**src/hw/colmix_pkg.sv**
```systemverilog
package colmix_pkg;

    // raster geometry, in 6 MHz pixels and lines
    localparam int CEN_DIV  = 4;    // 24 MHz clocks per pixel
    localparam int H_TOTAL  = 384;  // pixels per line incl. blanking
    localparam int H_ACTIVE = 256;  // visible pixels
    localparam int V_TOTAL  = 264;  // lines per frame
    localparam int V_ACTIVE = 224;  // visible lines

    // counter widths, wide enough for the totals above
    localparam int HCNT_W = $clog2(H_TOTAL);
    localparam int VCNT_W = $clog2(V_TOTAL);

    // palette PROM geometry
    localparam int PAL_AW = 8;  // 256 entries
    localparam int PAL_DW = 4;  // one colour gun per PROM

    // all ones on a 4-bit layer code means no pixel there
    localparam logic [3:0] TRANSP_CODE = 4'hf;

    // which palette PROM a programming write targets
    typedef enum logic [1:0] {
        PROM_NONE  = 2'd0,  // idle, normal video
        PROM_RED   = 2'd1,
        PROM_GREEN = 2'd2,
        PROM_BLUE  = 2'd3
    } prom_sel_e;

    // palette load request, stands in for the PROM images
    typedef struct packed {
        prom_sel_e          sel;   // target PROM
        logic [PAL_AW-1:0]  addr;  // entry to write
        logic [PAL_DW-1:0]  din;   // colour value
    } prog_req_t;

    // layer codes coming from the tile and sprite generators
    typedef struct packed {
        logic [3:0] char_code;  // text layer, top priority
        logic [3:0] obj_code;   // sprites
        logic [5:0] scr_code;   // scroll background, always opaque
    } layer_pxl_t;

    // final colour out of the palette PROMs
    typedef struct packed {
        logic [PAL_DW-1:0] red;
        logic [PAL_DW-1:0] green;
        logic [PAL_DW-1:0] blue;
    } rgb_t;

endpackage
```
**src/hw/colmix_top.sv**
```systemverilog
`timescale 1ns/1ps

module colmix_top (
    input  logic                   clk,      // 24 MHz
    input  logic                   rst,
    input  colmix_pkg::layer_pxl_t pixels,   // sampled on pxl_cen
    input  colmix_pkg::prog_req_t  prog,     // palette load port
    output colmix_pkg::rgb_t       rgb,
    output logic                   lhbl,     // horizontal blank, active low
    output logic                   lvbl,     // vertical blank, active low
    output logic                   pxl_cen   // pixel enable for the generators
);

    logic cen6;
    logic hblank_n;  // raw timing blanks, one pixel ahead of rgb
    logic vblank_n;

    // raster timing and pixel enable
    video_timing u_timing (
        .clk      (clk),
        .rst      (rst),
        .cen6     (cen6),
        .hblank_n (hblank_n),
        .vblank_n (vblank_n)
    );

    // priority mux and palette PROMs
    pixel_mixer u_mixer (
        .clk      (clk),
        .rst      (rst),
        .cen6     (cen6),
        .pixels   (pixels),
        .prog     (prog),
        .hblank_n (hblank_n),
        .vblank_n (vblank_n),
        .rgb      (rgb),
        .lhbl     (lhbl),
        .lvbl     (lvbl)
    );

    // generators upstream run off the same enable
    assign pxl_cen = cen6;

endmodule

```
**src/hw/pixel_mixer.sv**
```systemverilog
`timescale 1ns/1ps

module pixel_mixer (
    input  logic                   clk,
    input  logic                   rst,
    input  logic                   cen6,      // pixel enable
    input  colmix_pkg::layer_pxl_t pixels,    // layer codes for this pixel
    input  colmix_pkg::prog_req_t  prog,      // palette load port
    input  logic                   hblank_n,  // timing blanks, active low
    input  logic                   vblank_n,
    output colmix_pkg::rgb_t       rgb,
    output logic                   lhbl,      // blanks aligned with rgb
    output logic                   lvbl
);
    import colmix_pkg::*;

    logic [PAL_AW-1:0] mix_addr;  // winning palette address, one pixel late
    logic [PAL_AW-1:0] pal_addr;  // address into all three PROMs
    logic              char_opaque;
    logic              obj_opaque;
    logic              we_red;
    logic              we_green;
    logic              we_blue;
    logic [PAL_DW-1:0] red_q;
    logic [PAL_DW-1:0] green_q;
    logic [PAL_DW-1:0] blue_q;

    assign char_opaque = (pixels.char_code != TRANSP_CODE);
    assign obj_opaque  = (pixels.obj_code  != TRANSP_CODE);

    // fixed priority, char over obj over scroll
    // top two address bits select the palette bank
    always_ff @(posedge clk) begin
        if (rst) begin
            mix_addr <= '0;
        end else if (cen6) begin
            if (char_opaque)
                mix_addr <= {2'b11, 2'b00, pixels.char_code};  // char bank
            else if (obj_opaque)
                mix_addr <= {2'b10, 2'b00, pixels.obj_code};   // object bank
            else
                mix_addr <= {2'b00, pixels.scr_code};          // scroll bank
        end
    end

    // programming wins, then blanking forces entry 0
    always_comb begin
        if (prog.sel != PROM_NONE)
            pal_addr = prog.addr;
        else if (hblank_n && vblank_n)
            pal_addr = mix_addr;
        else
            pal_addr = '0;  // border colour
    end

    // one write enable per PROM
    assign we_red   = (prog.sel == PROM_RED);
    assign we_green = (prog.sel == PROM_GREEN);
    assign we_blue  = (prog.sel == PROM_BLUE);

    palette_ram #(
        .aw (PAL_AW),
        .dw (PAL_DW)
    ) u_red (
        .clk  (clk),
        .cen  (cen6),
        .addr (pal_addr),
        .din  (prog.din),
        .we   (we_red),
        .q    (red_q)
    );

    palette_ram #(
        .aw (PAL_AW),
        .dw (PAL_DW)
    ) u_green (
        .clk  (clk),
        .cen  (cen6),
        .addr (pal_addr),
        .din  (prog.din),
        .we   (we_green),
        .q    (green_q)
    );

    palette_ram #(
        .aw (PAL_AW),
        .dw (PAL_DW)
    ) u_blue (
        .clk  (clk),
        .cen  (cen6),
        .addr (pal_addr),
        .din  (prog.din),
        .we   (we_blue),
        .q    (blue_q)
    );

    assign rgb = '{red: red_q, green: green_q, blue: blue_q};

    // PROM read adds a pixel of delay, blanks follow it
    always_ff @(posedge clk) begin
        if (rst) begin
            lhbl <= 1'b0;
            lvbl <= 1'b0;
        end else if (cen6) begin
            lhbl <= hblank_n;
            lvbl <= vblank_n;
        end
    end

endmodule

```
**src/hw/palette_ram.sv**
```systemverilog
`timescale 1ns/1ps

module palette_ram #(
    parameter int aw = colmix_pkg::PAL_AW,  // address bits
    parameter int dw = colmix_pkg::PAL_DW   // data bits
) (
    input  logic          clk,
    input  logic          cen,   // pixel rate enable
    input  logic [aw-1:0] addr,
    input  logic [dw-1:0] din,
    input  logic          we,
    output logic [dw-1:0] q      // registered read data
);

    // PROM image, cleared so simulation starts from black
    logic [dw-1:0] mem [0:(2**aw)-1] = '{default: '0};

    // single port, read and write share addr
    // q returns the old word on a write, read before write
    always_ff @(posedge clk) begin
        if (cen) begin
            q <= mem[addr];
            if (we)
                mem[addr] <= din;  // load port write
        end
    end

endmodule

```
**src/hw/video_timing.sv**
```systemverilog
`timescale 1ns/1ps

module video_timing (
    input  logic clk,       // 24 MHz
    input  logic rst,
    output logic cen6,      // 6 MHz pixel enable, one clk wide
    output logic hblank_n,  // high during visible pixels
    output logic vblank_n   // high during visible lines
);
    import colmix_pkg::*;

    logic [1:0]        div;   // clk divider for the pixel enable
    logic [HCNT_W-1:0] hcnt;  // pixel within line
    logic [VCNT_W-1:0] vcnt;  // line within frame
    logic              h_wrap;
    logic              v_wrap;

    // divide by CEN_DIV, cen6 registered so it is clean out of reset
    always_ff @(posedge clk) begin
        if (rst) begin
            div  <= '0;
            cen6 <= 1'b0;
        end else begin
            div  <= div + 2'd1;
            // fires on the 4th clk after reset drops
            cen6 <= (div == 2'(CEN_DIV - 2));
        end
    end

    assign h_wrap = (hcnt == HCNT_W'(H_TOTAL - 1));  // last pixel of line
    assign v_wrap = (vcnt == VCNT_W'(V_TOTAL - 1));  // last line of frame

    // horizontal counter, one step per pixel
    always_ff @(posedge clk) begin
        if (rst) begin
            hcnt <= '0;
        end else if (cen6) begin
            if (h_wrap)
                hcnt <= '0;
            else
                hcnt <= hcnt + 1'b1;
        end
    end

    // vertical counter, one step per line
    always_ff @(posedge clk) begin
        if (rst) begin
            vcnt <= '0;
        end else if (cen6 && h_wrap) begin
            if (v_wrap)
                vcnt <= '0;
            else
                vcnt <= vcnt + 1'b1;
        end
    end

    // blanking flags, only move on pixel boundaries
    // they describe the pixel the counters point at on this enable
    always_ff @(posedge clk) begin
        if (rst) begin
            hblank_n <= 1'b0;  // blanked until timing runs
            vblank_n <= 1'b0;
        end else if (cen6) begin
            hblank_n <= (hcnt < HCNT_W'(H_ACTIVE));
            vblank_n <= (vcnt < VCNT_W'(V_ACTIVE));
        end
    end

endmodule

```
**config.mk**
```make
export PLATFORM = sky130hd
export DESIGN_NAME = colmix_top
export DESIGN_NICKNAME = d
export VERILOG_FILES = /design/src/hw/colmix_pkg.sv /design/src/hw/colmix_top.sv /design/src/hw/pixel_mixer.sv /design/src/hw/palette_ram.sv /design/src/hw/video_timing.sv
export SDC_FILE = /design/constraint.sdc
export NUM_CORES = 2
export LEC_CHECK = 0
export ABC_CLOCK_PERIOD_IN_PS = 4500
export BUFFER_PORTS_ARGS = -buffer_cell sky130_fd_sc_hd__buf_4
export CAP_MARGIN = 40
export CORE_MARGIN = 1
export CORE_UTILIZATION = 55
export DETAILED_ROUTE_END_ITERATION = 6
export HOLD_SLACK_MARGIN = 0.1
export PLACE_DENSITY = 0.71
export SYNTH_ARGS = -nofsm -noshare
export SYNTH_HDL_FRONTEND = slang
export SYNTH_SLANG_ARGS = --single-unit
export TNS_END_PERCENT = 5
```
**constraint.sdc**
```tcl
create_clock -name clk -period 4.5 [get_ports clk]
set_input_delay 0.9 -clock clk [delete_from_list [all_inputs] [get_ports clk]]
set_output_delay 0.9 -clock clk [all_outputs]
set_load 0.05 [all_outputs]
```
== Word level (Yosys, flattened, before mapping) ==
Memories as Yosys holds them, arrays and structs flattened. A register that Yosys moved wholly into a read port is not among the register bits.
Cells that the tools add are included.
Storage, ports and cells
  output and inout bits: 15
  memories: 3
  register bits after elaboration: 33
  word-level logic and storage cells: 43
  bits in writable memories: 3072
Cells by class
  muxes and demuxes: 15
  $lt $le $gt $ge: 2
  add/subtract/negate cells: 3
  equal/unequal tests: 8
  reduce and logical (&&, ||, !) cells: 3
Memory list
  u_mixer.u_blue.mem: depth 256, width 4, read ports 1, clocked after memory_dff 1, wr ports 1, RTL line palette_ram.sv:16  | logic [dw-1:0] mem [0:(2**aw)-1] = '{default: '0};
  u_mixer.u_green.mem: depth 256, width 4, read ports 1, clocked after memory_dff 1, wr ports 1, RTL line palette_ram.sv:16
  u_mixer.u_red.mem: depth 256, width 4, read ports 1, clocked after memory_dff 1, wr ports 1, RTL line palette_ram.sv:16
Operators with widths (count)
  2-to-1 mux 8 bit: 4
  adder 9 x 1 -> 9 bit, second input constant: 2
  == test 9 bit, second input constant: 2
  2-to-1 mux 9 bit: 2
  < comparator 9 x 8 -> 1 bit, second input constant: 1
  < comparator 9 bit, second input constant: 1
  2-to-1 mux 1 bit: 9
  inequality test 4 bit, second input constant: 2
  == test 2 bit, second input constant: 3
  adder 2 x 1 -> 2 bit, second input constant: 1
  == test 2 x 1 -> 1 bit, second input constant: 1
  logical AND 1 bit: 2
  nonzero test 2 bit: 1

== Depth between registers and ports, before layout ==
  depth after elaboration: 4
  mapped depth: 16
  mapped depth without buffers: 8

== By module ==
From an unflattened synthesis, not the netlist that was laid out.
Unflattened totals
  cell total of the unflattened synthesis: 5993
  area total of the unflattened synthesis: 121576.6 um^2
By module, submodules not included
  palette_ram: area each 39974.6 um^2, instances 3, seq. area each 30869.6 um^2, cells an instance 1937
  video_timing: area each 1067.3 um^2, instances 1, seq. area each 460.4 um^2, cells an instance 119
  pixel_mixer: area each 585.6 um^2, instances 1, seq. area each 200.2 um^2, cells an instance 63

== Worst setup path before layout ==
Ideal clock, no wire load.
  path kind: input to register
  start point: input prog[12] (netlist name)
  end point: register u_mixer.u_red.q[3], read port of u_mixer.u_red.mem (data pin)
  data required time: 4231 ps
  path slack: 642 ps
  setup time: 269 ps
  arrival: 3589 ps
  buffers on the path: 6
  stages on the path: 14
  cell sequence: o21a_1 -> a21oi_1 -> buf_4 -> buf_6 -> buf_6 -> buf_2 -> buf_2 -> buf_1 -> mux2i_1 -> o22ai_1 -> nor4b_1 -> o22ai_1 -> a2111oi_0 -> nand3_1
On the way
  longest elaborated chain between the ends: 2
Ends and longest elaborated chain
  start, declared: RTL line colmix_top.sv:7  | input colmix_pkg::prog_req_t prog,
  nonzero test 2 bit: RTL line pixel_mixer.sv:48  | if (prog.sel != PROM_NONE)
  2-to-1 mux 8 bit: RTL line pixel_mixer.sv:48
  end, declared: RTL line palette_ram.sv:12  | output logic [dw-1:0] q
No other way between the ends.
A chain may end at the register's enable or synchronous reset.

== Worst setup path in the final report ==
  start point: register u_timing.vblank_n
  end point: register u_mixer.u_green.q[3], read port of u_mixer.u_green.mem (data pin)
On the way
  longest elaborated chain between the ends: 3
Ends and longest elaborated chain
  start, declared: RTL line video_timing.sv:8  | output logic vblank_n
  start signal, assigned: RTL line video_timing.sv:65  | vblank_n <= (vcnt < VCNT_W'(V_ACTIVE));
  logical AND 1 bit: RTL line pixel_mixer.sv:50  | else if (hblank_n && vblank_n)
  2-to-1 mux 8 bit: RTL line pixel_mixer.sv:50
  2-to-1 mux 8 bit: RTL line pixel_mixer.sv:48
  end, declared: RTL line palette_ram.sv:12
No other way between the ends.

==> run_summary.xml <==
<?xml version="1.0" encoding="UTF-8"?>
<metrics>
  <group name="run_status">
    <metric name="result_of_the_run" unit="">finished, violations left</metric>
    <metric name="violations" unit="">design-rule violations</metric>
  </group>
  <group name="logic_synthesis">
    <metric name="yosys.area.top_type" unit="">sky130_fd_sc_hd__edfxtp_1</metric>
    <metric name="synth.net_count" unit="">9036</metric>
    <metric name="yosys_register_bits" unit="">3117</metric>
    <metric name="yosysSeqAreaShare" unit="%">72.7</metric>
    <metric name="synth_xor_area_share" unit="%">0.102</metric>
    <metric name="synth.yosys.warnings" unit="">0</metric>
    <metric name="postSynth.topFlopCell" unit="">sky130_fd_sc_hd__edfxtp_1</metric>
    <metric name="synth_top_cell_area_share" unit="%">72.2</metric>
    <metric name="postSynthAreaPerCell" unit="um2">14.2</metric>
    <metric name="synth.area.mux_share" unit="%">5.73</metric>
    <metric name="syn_area" unit="um2">128000</metric>
    <metric name="compound_cell_area_share_of_the_yosys_netlist" unit="%">9.15</metric>
    <metric name="post_synthesis_adder_cell_area_fraction" unit="%">0.0293</metric>
    <metric name="number_of_synthesized_flops_with_an_enable_pin" unit="">3084</metric>
    <metric name="synth_top_family_by_area" unit="">simple AND/OR/NAND/NOR gates</metric>
    <metric name="synth_area_leaders" unit="">sky130_fd_sc_hd__edfxtp_1 72%, sky130_fd_sc_hd__nand2_1 3.8%, sky130_fd_sc_hd__mux2i_1 3.3%</metric>
    <metric name="synth_async_sr_flop_share" unit="%">0</metric>
    <metric name="synth_simple_gate_area_share" unit="%">9.74</metric>
    <metric name="cell_variety_after_synth" unit="">71</metric>
    <metric name="syn-instance-count" unit="">9003</metric>
  </group>
  <group name="sta">
    <metric name="timing.fmax" unit="MHz">224</metric>
    <metric name="fin_setup_tns" unit="ps">0</metric>
    <metric name="hold-worst-slack" unit="ps">186</metric>
    <metric name="worst_slew_margin_rel" unit="%">32.2</metric>
    <metric name="timing.final.crit_share" unit="%">99.4</metric>
    <metric name="finalWorstPathRequiredPeriod" unit="ps">4470</metric>
    <metric name="final-max-slew-violation-count" unit="">0</metric>
    <metric name="finalSetupViolations" unit="">0</metric>
    <metric name="final_hold_violation_count" unit="">0</metric>
    <metric name="clock-skew-final" unit="ps">65.5</metric>
    <metric name="timing_worst_slew_pin_value" unit="ps">1020</metric>
    <metric name="grt_setup_unrepaired" unit="">true</metric>
    <metric name="final_worst_path_setup_slack" unit="ps">27.4</metric>
  </group>
  <group name="floorplan">
    <metric name="initial_utilization" unit="%">55.5</metric>
    <metric name="standard_cell_rows" unit="">176</metric>
    <metric name="fp.coreArea" unit="um2">231000</metric>
    <metric name="full_die_area" unit="um2">235000</metric>
    <metric name="ios" unit="">45</metric>
    <metric name="die_width" unit="um">485</metric>
    <metric name="die_height" unit="um">485</metric>
  </group>
  <group name="clocking">
    <metric name="ctsRootBufferMaster" unit="">sky130_fd_sc_hd__clkbuf_16</metric>
    <metric name="ctsHoldBuffers" unit="">0</metric>
    <metric name="htreeDepth" unit="">5</metric>
    <metric name="cts_buffer_depth" unit="">4</metric>
    <metric name="clock_latency" unit="ps">980</metric>
    <metric name="cts_tree" unit="">built</metric>
    <metric name="clock-sinks" unit="">3117</metric>
    <metric name="worst_setup_hold_path_clk_slew" unit="ps">60</metric>
    <metric name="numCtsBuffers" unit="">329</metric>
  </group>
  <group name="critical_path">
    <metric name="worstSetupEndpointType" unit="">flop</metric>
    <metric name="timing_worst_setup_path_type" unit="">reg2reg</metric>
    <metric name="critPathMaxFanout" unit="">17</metric>
    <metric name="timing.critical_path.slowest_cell_delay" unit="ps">600</metric>
    <metric name="worstPathRequired" unit="ps">5170</metric>
    <metric name="timing.critical_path.from_type" unit="">flop</metric>
    <metric name="critPathArrivalTime" unit="ps">5140</metric>
    <metric name="path_cells" unit="">nor4bb_2, buf_4, buf_4, a22oi_2, buf_4, buf_12, nor2_2, a2111oi_0, buf_4, nor4b_1, buf_4, o22ai_1, a2111oi_1, buf_4, nand3_1</metric>
    <metric name="crit_path_top_delay_cell" unit="">sky130_fd_sc_hd__a2111oi_0</metric>
    <metric name="cpMostUsedCell" unit="">sky130_fd_sc_hd__buf_4</metric>
  </group>
  <group name="power_and_ir_drop">
    <metric name="design_power_total" unit="mW">61.9</metric>
    <metric name="ir_drop" unit="mV">0.336</metric>
    <metric name="p_leak" unit="nW">48.0</metric>
    <metric name="pwr_density_cell" unit="nW/um2">424</metric>
  </group>
  <group name="placement">
    <metric name="dp_hpwl" unit="mm">225</metric>
    <metric name="placedInstanceArea" unit="um2">136000</metric>
    <metric name="port-buffer-count" unit="">44</metric>
    <metric name="gp_congestion" unit="">0.913</metric>
    <metric name="dp_slack" unit="ps">-996</metric>
  </group>
  <group name="detailed_routing">
    <metric name="via_count" unit="">84500</metric>
    <metric name="drt.antenna.violating_nets" unit="">0</metric>
    <metric name="vias_per_cell" unit="">6.74</metric>
    <metric name="avgRoutedWirePerCell" unit="um">29.7</metric>
    <metric name="drc" unit="">2</metric>
    <metric name="firstDrtPassIters" unit="">7</metric>
    <metric name="totalWireLength" unit="mm">372</metric>
    <metric name="drt_iter0_drc" unit="">12900</metric>
  </group>
  <group name="layout">
    <metric name="final.fill_count" unit="">16000</metric>
    <metric name="final_net_count" unit="">9296</metric>
    <metric name="syn_to_final_growth" unit="%">13.9</metric>
    <metric name="postLayoutCellArea" unit="um2">146000</metric>
    <metric name="layout-drive-gt1-share" unit="%">14.3</metric>
  </group>
  <group name="global_routing">
    <metric name="grt_pass1_vias" unit="">82400</metric>
    <metric name="final_global_route_overflow_total" unit="">0</metric>
    <metric name="antenna_violations_before_repair" unit="">15</metric>
    <metric name="grt_first_pass_wirelength" unit="mm">540</metric>
    <metric name="pin_count_of_the_biggest_net_entering_global_routing" unit="">182</metric>
    <metric name="track_usage" unit="%">31.1</metric>
  </group>
  <group name="hold_path">
    <metric name="worst_hold_path_type" unit="">in2reg</metric>
  </group>
  <group name="job">
    <metric name="drv.max_cap_violation_count" unit="">0</metric>
  </group>
</metrics>
[state kept, by name (all words and copies together) (netlist names)]
| register | flops |
|---|---|
| u_mixer.lvbl | 1 |
| u_timing.vcnt | 9 |
| u_mixer.u_blue.q | 4 |
| u_mixer.u_green.mem | 1024 |
| u_timing.cen6 | 1 |
| u_mixer.lhbl | 1 |
| u_timing.div | 2 |
| u_mixer.u_red.mem | 1024 |
| u_mixer.u_red.q | 4 |
| u_mixer.u_blue.mem | 1024 |
| u_timing.vblank_n | 1 |
| u_timing.hcnt | 9 |
| u_timing.hblank_n | 1 |
| u_mixer.u_green.q | 4 |
| u_mixer.mix_addr | 8 |
[worst max-delay path, delay by kind of cell (launching register included)]
family | cells | cell delay [ps]
AOI/OAI and AO/OA | 4 | 1640
buffers and inverters | 7 | 1420
and+or+nand+nor | 4 | 740
DFF | 1 | 370
[repair_timing]
| item | CTS | global route |
|---|---|---|
| buffers inserted | 0 | 0 |
| pin swaps | 0 | 1 |
| gates resized for setup | 7 | 8 |
| setup endpoints to repair | 4 | 5 |
[routing by layer]
layer | GRT usage, % | part of all wire [%]
met3 | 6.57 | 12
met2 | 48.1 | 46
met1 | 42.3 | 37
met5 | 0 | 0.031
met4 | 14.6 | 5.1
[where the power goes]
| group | internal, mW | switching (mW) | leakage, nW |
|---|---|---|---|
| Combinational | 1.24 | 2.75 | 15.1 |
| Clock | 15.1 | 10.9 | 4.93 |
| Sequential | 31.9 | 0.0255 | 28.0 |
| Total | 48.2 | 13.7 | 48.0 |
[cell families (layout without fill, tap and decap cells)]
family,Yosys count,after routing
other,0,3
muxes,609,609
adders and majority gates,3,3
AOI/OAI and AO/OA,1595,1595
xor gates and xnor gates,15,15
DFF,3117,3117
and+or+nand+nor,2879,2879
buffers and inverters,785,1278
[final cells by class]
type / instances / area (um2) / share of cell area [%]
Multi-Input combinational cell: 5101 / 32100 / 21.9
Clock inverter: 173 / 1570 / 1.08
Sequential cell: 3117 / 93300 / 63.8
Antenna cell: 3 / 7.51 / 0.00514
Timing Repair Buffer: 688 / 6760 / 4.63
Tap cell: 3026 / 3790 / 2.59
Clock buffer: 391 / 8530 / 5.84
Inverter: 26 / 100 / 0.0685
[synthesized netlist by cell type, drive strengths merged, types with 90 or more instances]
cell and count:
edfxtp 3084, nand2 1286, nor2 797, clkbuf 460, mux2i 424, nand3 396, a21oi 373, buf 299
a32oi 258, a211oi 200, nor3b 141, o22ai 117, a311oi 110, a31oi 98, mux2 95, nor4 94
mux4 90
[through the flow]
| step | utilization (%) | cells |
|---|---|---|
| 2_1_floorplan | - | 9003 |
| 3_3_place_gp | 58.8 | 11900 |
| 3_5_place_dp | 58.8 | 12000 |
| 4_1_cts | 63.2 | 12500 |
| 5_1_grt | 63.2 | 12500 |
| 6_report | 63.2 | 12500 |
[worst paths after layout]
kind                                                     start                               end  slack, ps  depth (start not counted)
worst max-delay path            u_timing.vblank_n$_SDFFE_PP0P_    u_mixer.u_green.q[3]$_DFFE_PP_         30                         15
worst min-delay path                                 pixels[4]  u_mixer.mix_addr[4]$_SDFFE_PP0P_        190                          3
worst max register to register  u_timing.vblank_n$_SDFFE_PP0P_    u_mixer.u_green.q[3]$_DFFE_PP_         30                         15
worst min register to register      u_timing.div[0]$_SDFF_PP0_        u_timing.div[0]$_SDFF_PP0_        420                          1
[cells in the final DEF, fill, tap and decap left out, drive strengths merged, types with 200 or more instances in the layout]
cell    count
a211oi    200
a21oi     373
a32oi     258
buf       688
clkbuf    391
edfxtp   3084
mux2i     424
nand2    1286
nand3     396
nor2      797
No activity file was read; power rests on OpenSTA's default activity.
